--- config.mk ---
export PLATFORM = sky130hd
export DESIGN_NAME = lane_vfu
export DESIGN_NICKNAME = d
export VERILOG_FILES = /design/src/logic/lane_cfg_pkg.sv /design/src/logic/lane_insn_pkg.sv /design/src/logic/lane_vfu.sv
export SDC_FILE = /design/constraint.sdc
export NUM_CORES = 2
export LEC_CHECK = 0
export BUFFER_PORTS_ARGS = -buffer_cell sky130_fd_sc_hd__clkbuf_2
export CAP_MARGIN = 15
export CORE_MARGIN = 3
export CORE_UTILIZATION = 41
export CTS_CLUSTER_DIAMETER = 150
export DETAILED_ROUTE_END_ITERATION = 6
export MAX_ROUTING_LAYER = met4
export SYNTH_ARGS = -nofsm -noshare
export SYNTH_HDL_FRONTEND = slang
export SYNTH_SLANG_ARGS = --single-unit
export TNS_END_PERCENT = 5
--- constraint.sdc ---
create_clock -name clk_i -period 10.9 [get_ports clk_i]
set_input_delay 0.545 -clock clk_i [delete_from_list [all_inputs] [get_ports clk_i]]
set_output_delay 0.545 -clock clk_i [all_outputs]
set_load 0.02 [all_outputs]
--- src/logic/lane_cfg_pkg.sv ---
// Lane configuration: instruction slots, operand queues and register file geometry
`default_nettype none

package lane_cfg_pkg;

  // Instructions that can be in flight at once
  localparam int unsigned NrVInsn = 8;
  localparam int unsigned IdWidth = $clog2(NrVInsn);

  // Operand queues, two per functional unit
  localparam int unsigned NrOperandQueues = 4;
  localparam int unsigned AluA = 0;
  localparam int unsigned AluB = 1;
  localparam int unsigned MulA = 2;
  localparam int unsigned MulB = 3;

  // Register file geometry
  localparam int unsigned NrVRegs      = 32;
  localparam int unsigned VRegIdxWidth = $clog2(NrVRegs);
  localparam int unsigned ElemWidth    = 32;

  // Element counts, full-vector and lane-local
  localparam int unsigned VlWidth = 16;

  // Word address of one element inside the lane's register file
  function automatic int unsigned vrf_addr(input int unsigned vreg, input int unsigned idx,
                                           input int unsigned elems_per_lane);
    return vreg * elems_per_lane + idx;
  endfunction

endpackage

`default_nettype wire

--- src/logic/lane_insn_pkg.sv ---
// Lane instruction types: units, operations, requests, responses and commands
`default_nettype none

package lane_insn_pkg;

  // Target functional unit
  typedef enum logic [0:0] {
    VFU_Alu,
    VFU_Mul
  } vfu_e;

  // Supported integer operations
  typedef enum logic [2:0] {
    OP_ADD,
    OP_SUB,
    OP_AND,
    OP_OR,
    OP_XOR,
    OP_MUL
  } op_e;

  // Request from the main sequencer, counts are for the whole vector
  typedef struct packed {
    logic [lane_cfg_pkg::IdWidth-1:0]      id;
    op_e                                   op;
    vfu_e                                  vfu;
    logic [lane_cfg_pkg::VRegIdxWidth-1:0] vs1;
    logic                                  use_vs1;
    logic [lane_cfg_pkg::VRegIdxWidth-1:0] vs2;
    logic [lane_cfg_pkg::VRegIdxWidth-1:0] vd;
    logic [lane_cfg_pkg::ElemWidth-1:0]    scalar_op;
    logic                                  use_scalar_op;
    logic [lane_cfg_pkg::VlWidth-1:0]      vl;
    logic [lane_cfg_pkg::VlWidth-1:0]      vstart;
    logic [lane_cfg_pkg::NrVInsn-1:0]      hazard_vs1;
    logic [lane_cfg_pkg::NrVInsn-1:0]      hazard_vs2;
    logic [lane_cfg_pkg::NrVInsn-1:0]      vinsn_running;
  } pe_req_t;

  // Finished instructions, one bit per id
  typedef struct packed {
    logic [lane_cfg_pkg::NrVInsn-1:0] vinsn_done;
  } pe_resp_t;

  // One operand queue command, counts are lane-local
  typedef struct packed {
    logic [lane_cfg_pkg::IdWidth-1:0]      id;
    logic [lane_cfg_pkg::VRegIdxWidth-1:0] vs;
    logic                                  use_vs;
    logic [lane_cfg_pkg::VlWidth-1:0]      vl;
    logic [lane_cfg_pkg::VlWidth-1:0]      vstart;
    logic [lane_cfg_pkg::NrVInsn-1:0]      hazard;
  } operand_cmd_t;

  // Operation handed to one functional unit
  typedef struct packed {
    logic [lane_cfg_pkg::IdWidth-1:0]      id;
    op_e                                   op;
    vfu_e                                  vfu;
    logic [lane_cfg_pkg::VRegIdxWidth-1:0] vd;
    logic [lane_cfg_pkg::ElemWidth-1:0]    scalar_op;
    logic                                  use_scalar_op;
    logic [lane_cfg_pkg::VlWidth-1:0]      vl;
    logic [lane_cfg_pkg::VlWidth-1:0]      vstart;
  } vfu_op_t;

endpackage

`default_nettype wire

--- src/logic/lane_vfu.sv ---
// Lane functional unit taking one element per cycle with result write-back and done pulse
`timescale 1ns/1ps
`default_nettype none

module lane_vfu #(
  parameter  int unsigned ElemsPerLane = 8,
  localparam int unsigned AddrWidth    = $clog2(lane_cfg_pkg::NrVRegs * ElemsPerLane),
  localparam int unsigned EW           = lane_cfg_pkg::ElemWidth
) (
  input  wire logic                   clk_i,
  input  wire logic                   rst_ni,
  input  wire lane_insn_pkg::vfu_op_t op_i,
  input  wire logic                   op_valid_i,
  output logic                        op_ready_o,
  input  wire logic [EW-1:0]          operand_a_i,
  input  wire logic [EW-1:0]          operand_b_i,
  input  wire logic                   operand_valid_i,
  output logic                        operand_ready_o,
  output logic                        wr_valid_o,
  output logic     [AddrWidth-1:0]    wr_addr_o,
  output logic     [EW-1:0]           wr_data_o,
  output logic [lane_cfg_pkg::NrVInsn-1:0] done_o
);

  lane_insn_pkg::vfu_op_t           op_q;
  logic                             busy_q;
  logic [lane_cfg_pkg::VlWidth-1:0] idx_q;
  logic                             finish, take, accept;
  logic [EW-1:0]                    opa, result;

  // Last element taken or nothing to do
  assign finish          = busy_q && (idx_q >= op_q.vl);
  assign op_ready_o      = !busy_q || finish;
  assign accept          = op_valid_i && op_ready_o;
  assign operand_ready_o = busy_q && !finish;
  assign take            = operand_valid_i && operand_ready_o;

  always_comb begin
    // Scalar takes the place of vs1
    opa = op_q.use_scalar_op ? op_q.scalar_op : operand_a_i;
    case (op_q.op)
      lane_insn_pkg::OP_ADD: result = operand_b_i + opa;
      // vs2 minus vs1
      lane_insn_pkg::OP_SUB: result = operand_b_i - opa;
      lane_insn_pkg::OP_AND: result = operand_b_i & opa;
      lane_insn_pkg::OP_OR:  result = operand_b_i | opa;
      lane_insn_pkg::OP_XOR: result = operand_b_i ^ opa;
      lane_insn_pkg::OP_MUL: result = operand_b_i * opa;
      default:               result = '0;
    endcase
  end

  always_ff @(posedge clk_i or negedge rst_ni) begin
    if (!rst_ni) begin
      busy_q     <= 1'b0;
      idx_q      <= '0;
      wr_valid_o <= 1'b0;
      done_o     <= '0;
    end else begin
      wr_valid_o <= take;
      // Done lines up with the last write
      done_o     <= finish ? (lane_cfg_pkg::NrVInsn'(1) << op_q.id) : '0;
      if (accept) begin
        busy_q <= 1'b1;
        idx_q  <= op_i.vstart;
      end else if (finish) begin
        busy_q <= 1'b0;
      end else if (take) begin
        idx_q <= idx_q + 1'b1;
      end
    end
  end

  always_ff @(posedge clk_i) begin
    if (accept) begin
      op_q <= op_i;
    end
    if (take) begin
      wr_addr_o <= AddrWidth'(lane_cfg_pkg::vrf_addr(op_q.vd, idx_q, ElemsPerLane));
      wr_data_o <= result;
    end
  end

endmodule

`default_nettype wire

* Word-level counts from Yosys, hierarchy flattened
Index checks and enable logic that the tools add are counted.
** Operators by class
- Equal/unequal tests :: 6
- Magnitude comparators :: 1
- Shifts and indexed selects :: 1
- Multiply operators :: 1
- $add $sub $neg :: 4
- Bitwise operators :: 3
- Multiplexer cells :: 8
- Reductions and logical operators :: 11
** Operators by type and width (number)
- 32-bit one-hot mux with 6 select lines :: 1
- 16-bit 2-to-1 mux :: 3
- 32-bit adder :: 1
- 32-bit bitwise AND :: 1
- 32-bit by 32-bit multiplier with 32-bit output :: 1
- 32-bit 2-to-1 mux :: 1
- 32-bit OR :: 1
- 32-bit subtractor :: 1
- 32-bit XOR :: 1
- 16-bit by 1-bit adder with 16-bit output (second input constant) :: 1
- 16-bit >= comparator :: 1
- 8-bit adder :: 1
- 8-bit 2-to-1 mux :: 1
- 1-bit by 3-bit << shifter with 8-bit output (first input constant) :: 1
- 3-bit by 2-bit equality test with 1-bit output (second input constant) :: 2
- 3-bit equality test (second input constant) :: 2
- 1-bit logical AND :: 4
- 2-bit nonzero test :: 2
- 3-bit by 1-bit equality test with 1-bit output (second input constant) :: 1
- 3-bit zero test :: 1
- 1-bit zero test :: 2
- 1-bit 2-to-1 mux :: 2
- 2-bit by 1-bit != test with 1-bit output (second input constant) :: 1
- 2-bit AND reduction :: 1
- 1-bit logical OR :: 1
** Storage, ports and cells
- Bits of input ports :: 145
- Output and inout bits :: 51
- Logic and storage cells :: 47
- Flip-flop bits (word level) :: 126

* Logic depth before layout (Yosys ltp)
- Depth after elaboration :: 8
- Mapped depth :: 31
- Gate-level depth less buffers :: 28

* Least setup slack after synthesis
OpenSTA, ideal clock, no wires.
- Kind :: flip-flop to flip-flop
- From :: register op_q[32] (netlist name)
- To :: register wr_data_o[31], data pin
- Stages on the path, launching flop included :: 29
- Buffers on the path :: 3
- Data required time :: 10.630 ns
- Library setup time :: 0.270 ns
- Arrival time :: 7.631 ns
- Period minus slack after synthesis :: 7.901 ns
- Slack :: 2.999 ns
- Cell sequence :: edfxtp_1 > buf_6 > buf_6 > mux2i_1 > clkbuf_1 > nor2_1 > fa_1 > fa_1 > fa_1 > inv_1 > fa_1 > inv_1 > fa_1 > inv_1 > fa_1 > inv_1 > fa_1 > fa_1 > ha_1 > a21oi_1 > o21ai_0 > a21o_1 > nand4_1 > o41ai_1 > or4_1 > a31oi_1 > o31ai_1 > xnor2_1 > o221ai_2
** On the way
- Cells in the longest elaborated chain, start to end :: 3
- Elaborated cells on any way between the ends :: 8
- Those cells by class :: 2 x add/sub; 1 x mul; 2 x mux; 3 x bitwise
** RTL lines
- start: declaration :: RTL line lane_vfu.sv:25 : lane_insn_pkg::vfu_op_t op_q;
- start signal: assignment :: RTL line lane_vfu.sv:76 : op_q <= op_i;
- 32-bit 2-to-1 mux * :: RTL line lane_vfu.sv:40 : opa = op_q.use_scalar_op ? op_q.scalar_op : operand_a_i;
- 32-bit by 32-bit multiplier with 32-bit output, or another cell as far along :: RTL line lane_vfu.sv:48 : lane_insn_pkg::OP_MUL: result = operand_b_i * opa;
- 32-bit one-hot mux with 6 select lines * :: RTL line lane_vfu.sv:41 : case (op_q.op)
- named net result[31] :: RTL line lane_vfu.sv:29 : logic [EW-1:0] opa, result;
- end signal: assignment :: RTL line lane_vfu.sv:80 : wr_data_o <= result;
- end: declaration :: RTL line lane_vfu.sv:21 : output logic [EW-1:0] wr_data_o,
Mark *: on every way through the listed nets, which the timed path passes. The rest lies on a longest branch.
A chain may end at the register's enable or synchronous reset.

* Final worst setup path
Ends and elaborated chain as after synthesis.

==> flow_summary.toml <==
[setup_path]
crit_fanout = 19
worstSetupStartpointType = "flop"
rr_endpoint = "wr_data_o[31]"
crit_start = "op_q[32]"
cp.required_ns = 11.10
max_stage_delay_ns = 0.74
timing.rr.start = "op_q[32]"
timing.critical_path.to_type = "flop"
crit_end = "wr_data_o[31]"
setup.reg_to_reg.worst_slack_ns = 1.94
slowest_stage = "sky130_fd_sc_hd__mux2i_2"
rr_worst_depth = 28
critPathKind = "flop to flop"
critical_path.most_common_cell = "sky130_fd_sc_hd__fa_1"
cp_data_arrival_time_ns = 9.16

[synthesis]
synth_flop_cell = "sky130_fd_sc_hd__edfxtp_1"
register_area_share_after_synthesis_pct = 15.0
async_reset_ff_share_pct = 20.6
syn-cell-area_sq_um = 24400
synth_top_cell_area_share_pct = 33.7
synth_area_per_cell_sq_um = 9.17
synthCells = 2661
number_of_enable_flip_flop_cells_after_synthesis = 100
synth.largest_area_cell = "sky130_fd_sc_hd__fa_1"
netlist_top_cells_area = "sky130_fd_sc_hd__fa_1 34%, sky130_fd_sc_hd__ha_1 12%, sky130_fd_sc_hd__edfxtp_1 12%"
yosys_warnings = 0
netlist-cell-type-count = 74
synthesis.nets = 3457
ys_seq_elements = 126

[clock_network]
cts_repair_resize_count = 0
clkSlewWorstSetupHoldPaths_ns = 0.07
numCtsBuffers = 17
postCtsHoldBufs = 0
clk_path_buf_depth = 2
clkLatencyLatePin_ns = 0.51
h-tree-depth = 4
cts.root.buffer_cell = "sky130_fd_sc_hd__clkbuf_16"
cts_tree = "yes"
post-cts-setup-buffers = 0
cts.sinks = 126

[drt]
drt_iter0_drc = 1931
wl_per_cell_um = 24.4
aggregate_routed_wire_length_mm = 87.7
dr.pass1.iters = 7
routed_via_density = 5.57
routed-via-count = 20100
drc_viols = 2
antenna_left = 0

[timing]
rsz0062_at_grt = "no"
finalSetupViolCount = 0
max_clock_freq_mhz = 112
finalClockSkew_ns = 0.0408
period_share_pct = 82.2
maxSlewHeadroom_pct = 29.6
clock_period_minus_final_worst_setup_slack_ns = 8.96
tightest_slew_ns = 1.05
hold_violations = 0
fin_setup_tns_ns = 0
timing_max_transition_violations_final = 0

[floorplanning]
initial_util_pct = 41.9
die_y_um = 250
core_area_sq_um = 58200
die-area_sq_um = 62500
chip_width_um = 250
floorplan.rows = 88
ioPinCount = 196

[global_route]
wire_length_of_the_first_global_routing_pass_mm = 132
track_usage_pct = 29.3
grt_pass1_vias = 21200
overflow = 0
maximum_number_of_pins_on_one_net_before_global_route_repair = 71
antenna_found_initial = 5

[finish]
drive_above_1_share_pct = 12.3
sequential_cell_area_sq_um = 3650
fillers = 5637
finalNetCount = 3616
syn2layout_area_growth_pct = 10.3
layout_common_cells = "454 x sky130_fd_sc_hd__inv_1, 410 x sky130_fd_sc_hd__fa_1, 402 x sky130_fd_sc_hd__nor2_1, 268 x sky130_fd_sc_hd__nand2_1, 241 x sky130_fd_sc_hd__ha_1"
multi_input_comb_area_sq_um = 18500
mostFrequentLayoutCell = "sky130_fd_sc_hd__inv_1"

[placement]
gpl.final_weighted_congestion = 0.982
place.port_buffers = 194
detailed_place_hpwl_mm = 68.7

[hold_path]
min-delay-path-class = "input port to asynchronous set/reset pin"

[status]
violated_checks = "DRC"
status = "finished, violations left"

[run]
maxCapViolations = 0
-- synth_stat cells (13+ instances only) --
master,n
sky130_fd_sc_hd__dfrtp_1,26
sky130_fd_sc_hd__ha_1,241
sky130_fd_sc_hd__inv_1,456
sky130_fd_sc_hd__edfxtp_1,100
sky130_fd_sc_hd__nand3_1,18
sky130_fd_sc_hd__nor3_1,22
sky130_fd_sc_hd__fa_1,410
sky130_fd_sc_hd__xor2_1,31
sky130_fd_sc_hd__nand2b_1,17
sky130_fd_sc_hd__a21oi_1,81
sky130_fd_sc_hd__xnor2_1,110
sky130_fd_sc_hd__a211oi_1,15
sky130_fd_sc_hd__and3_1,13
sky130_fd_sc_hd__mux2i_1,17
sky130_fd_sc_hd__o21ai_0,69
sky130_fd_sc_hd__a21o_1,34
sky130_fd_sc_hd__inv_2,19
sky130_fd_sc_hd__nand2_1,268
sky130_fd_sc_hd__nor2_1,403
sky130_fd_sc_hd__a22oi_1,13
sky130_fd_sc_hd__clkbuf_1,90
-- metal layers --
| metal | vias to the layer above | track usage [%] | wire length (um) |
|---|---|---|---|
| li1 | 8724 | - | - |
| met1 | 10200 | 39.2 | 37100 |
| met2 | 970 | 44.1 | 39000 |
| met3 | 165 | 6.05 | 8180 |
| met4 | 0 | 10.6 | 3460 |
| met5 | - | - | 0 |
-- worst min-delay path by stage --
| stage | cells past startpoint | end | from |
|---|---|---|---|
| 2_1_floorplan | 0 | busy_q | rst_ni |
| 3_3_place_gp | 1 | done_o[4] | op_q[75] |
| 3_5_place_dp | 1 | done_o[4] | op_q[75] |
| 4_1_cts | 1 | busy_q | rst_ni |
| 5_1_grt | 1 | busy_q | rst_ni |
| 6_report | 1 | busy_q | rst_ni |
-- worst max-delay path, delay by kind of cell, from the launching register on --
family	cells	cell delay, ns
muxes	1	0.74
xor gates and xnor gates	1	0.26
DFF	1	0.38
AOI/OAI and AO/OA	7	1.14
adders and majority gates	9	4.37
buffers and inverters	7	1.14
and+or+nand+nor	3	0.64
-- cells by family after synthesis --
logic type,after synthesis,synth area share [%]
adder cells (fa/ha/maj),651,46.0
multiplexers,45,2.63
AO/OA/AOI/OAI,313,8.40
flip-flops,126,15.0
buffers and inverters,587,9.25
XOR/XNOR,143,5.20
AND/OR/NAND/NOR,796,13.5
-- final cells by class --
cell class                 instances  area share (%)
antenna                            3          0.0279
sequential                       126            13.6
multi-input combinational       1948            68.8
tap                              765            3.56
clock buffer                      17            1.58
timing repair buffer             244            5.00
inverter                         483            6.75
clock inverter                    15           0.702
-- stage by stage --
step / util (%) / cells / setup slack, ns / instance area [sq um] / hold slack (ns)
6_report: 46.2 / 3601 / 1.94 / 26900 / 0.0976
5_1_grt: 46.2 / 3601 / 1.69 / 26900 / 0.120
4_1_cts: 46.2 / 3598 / 1.98 / 26900 / 0.0869
3_5_place_dp: 45.1 / 3566 / 2.04 / 26300 / 0.506
3_3_place_gp: 45.1 / 3566 / 2.05 / 26300 / 0.508
2_1_floorplan: - / 2661 / 3.00 / 24400 / 0.249
-- flip-flops by register name (all words and copies together), names as in the netlist --
signal	cells
busy_q	1
wr_addr_o	8
op_q	60
wr_valid_o	1
idx_q	16
wr_data_o	32
done_o	8
Power is left out: the tool's default activity adds up to more than one toggle a clock period on the data nets, which glitch-free logic cannot reach.
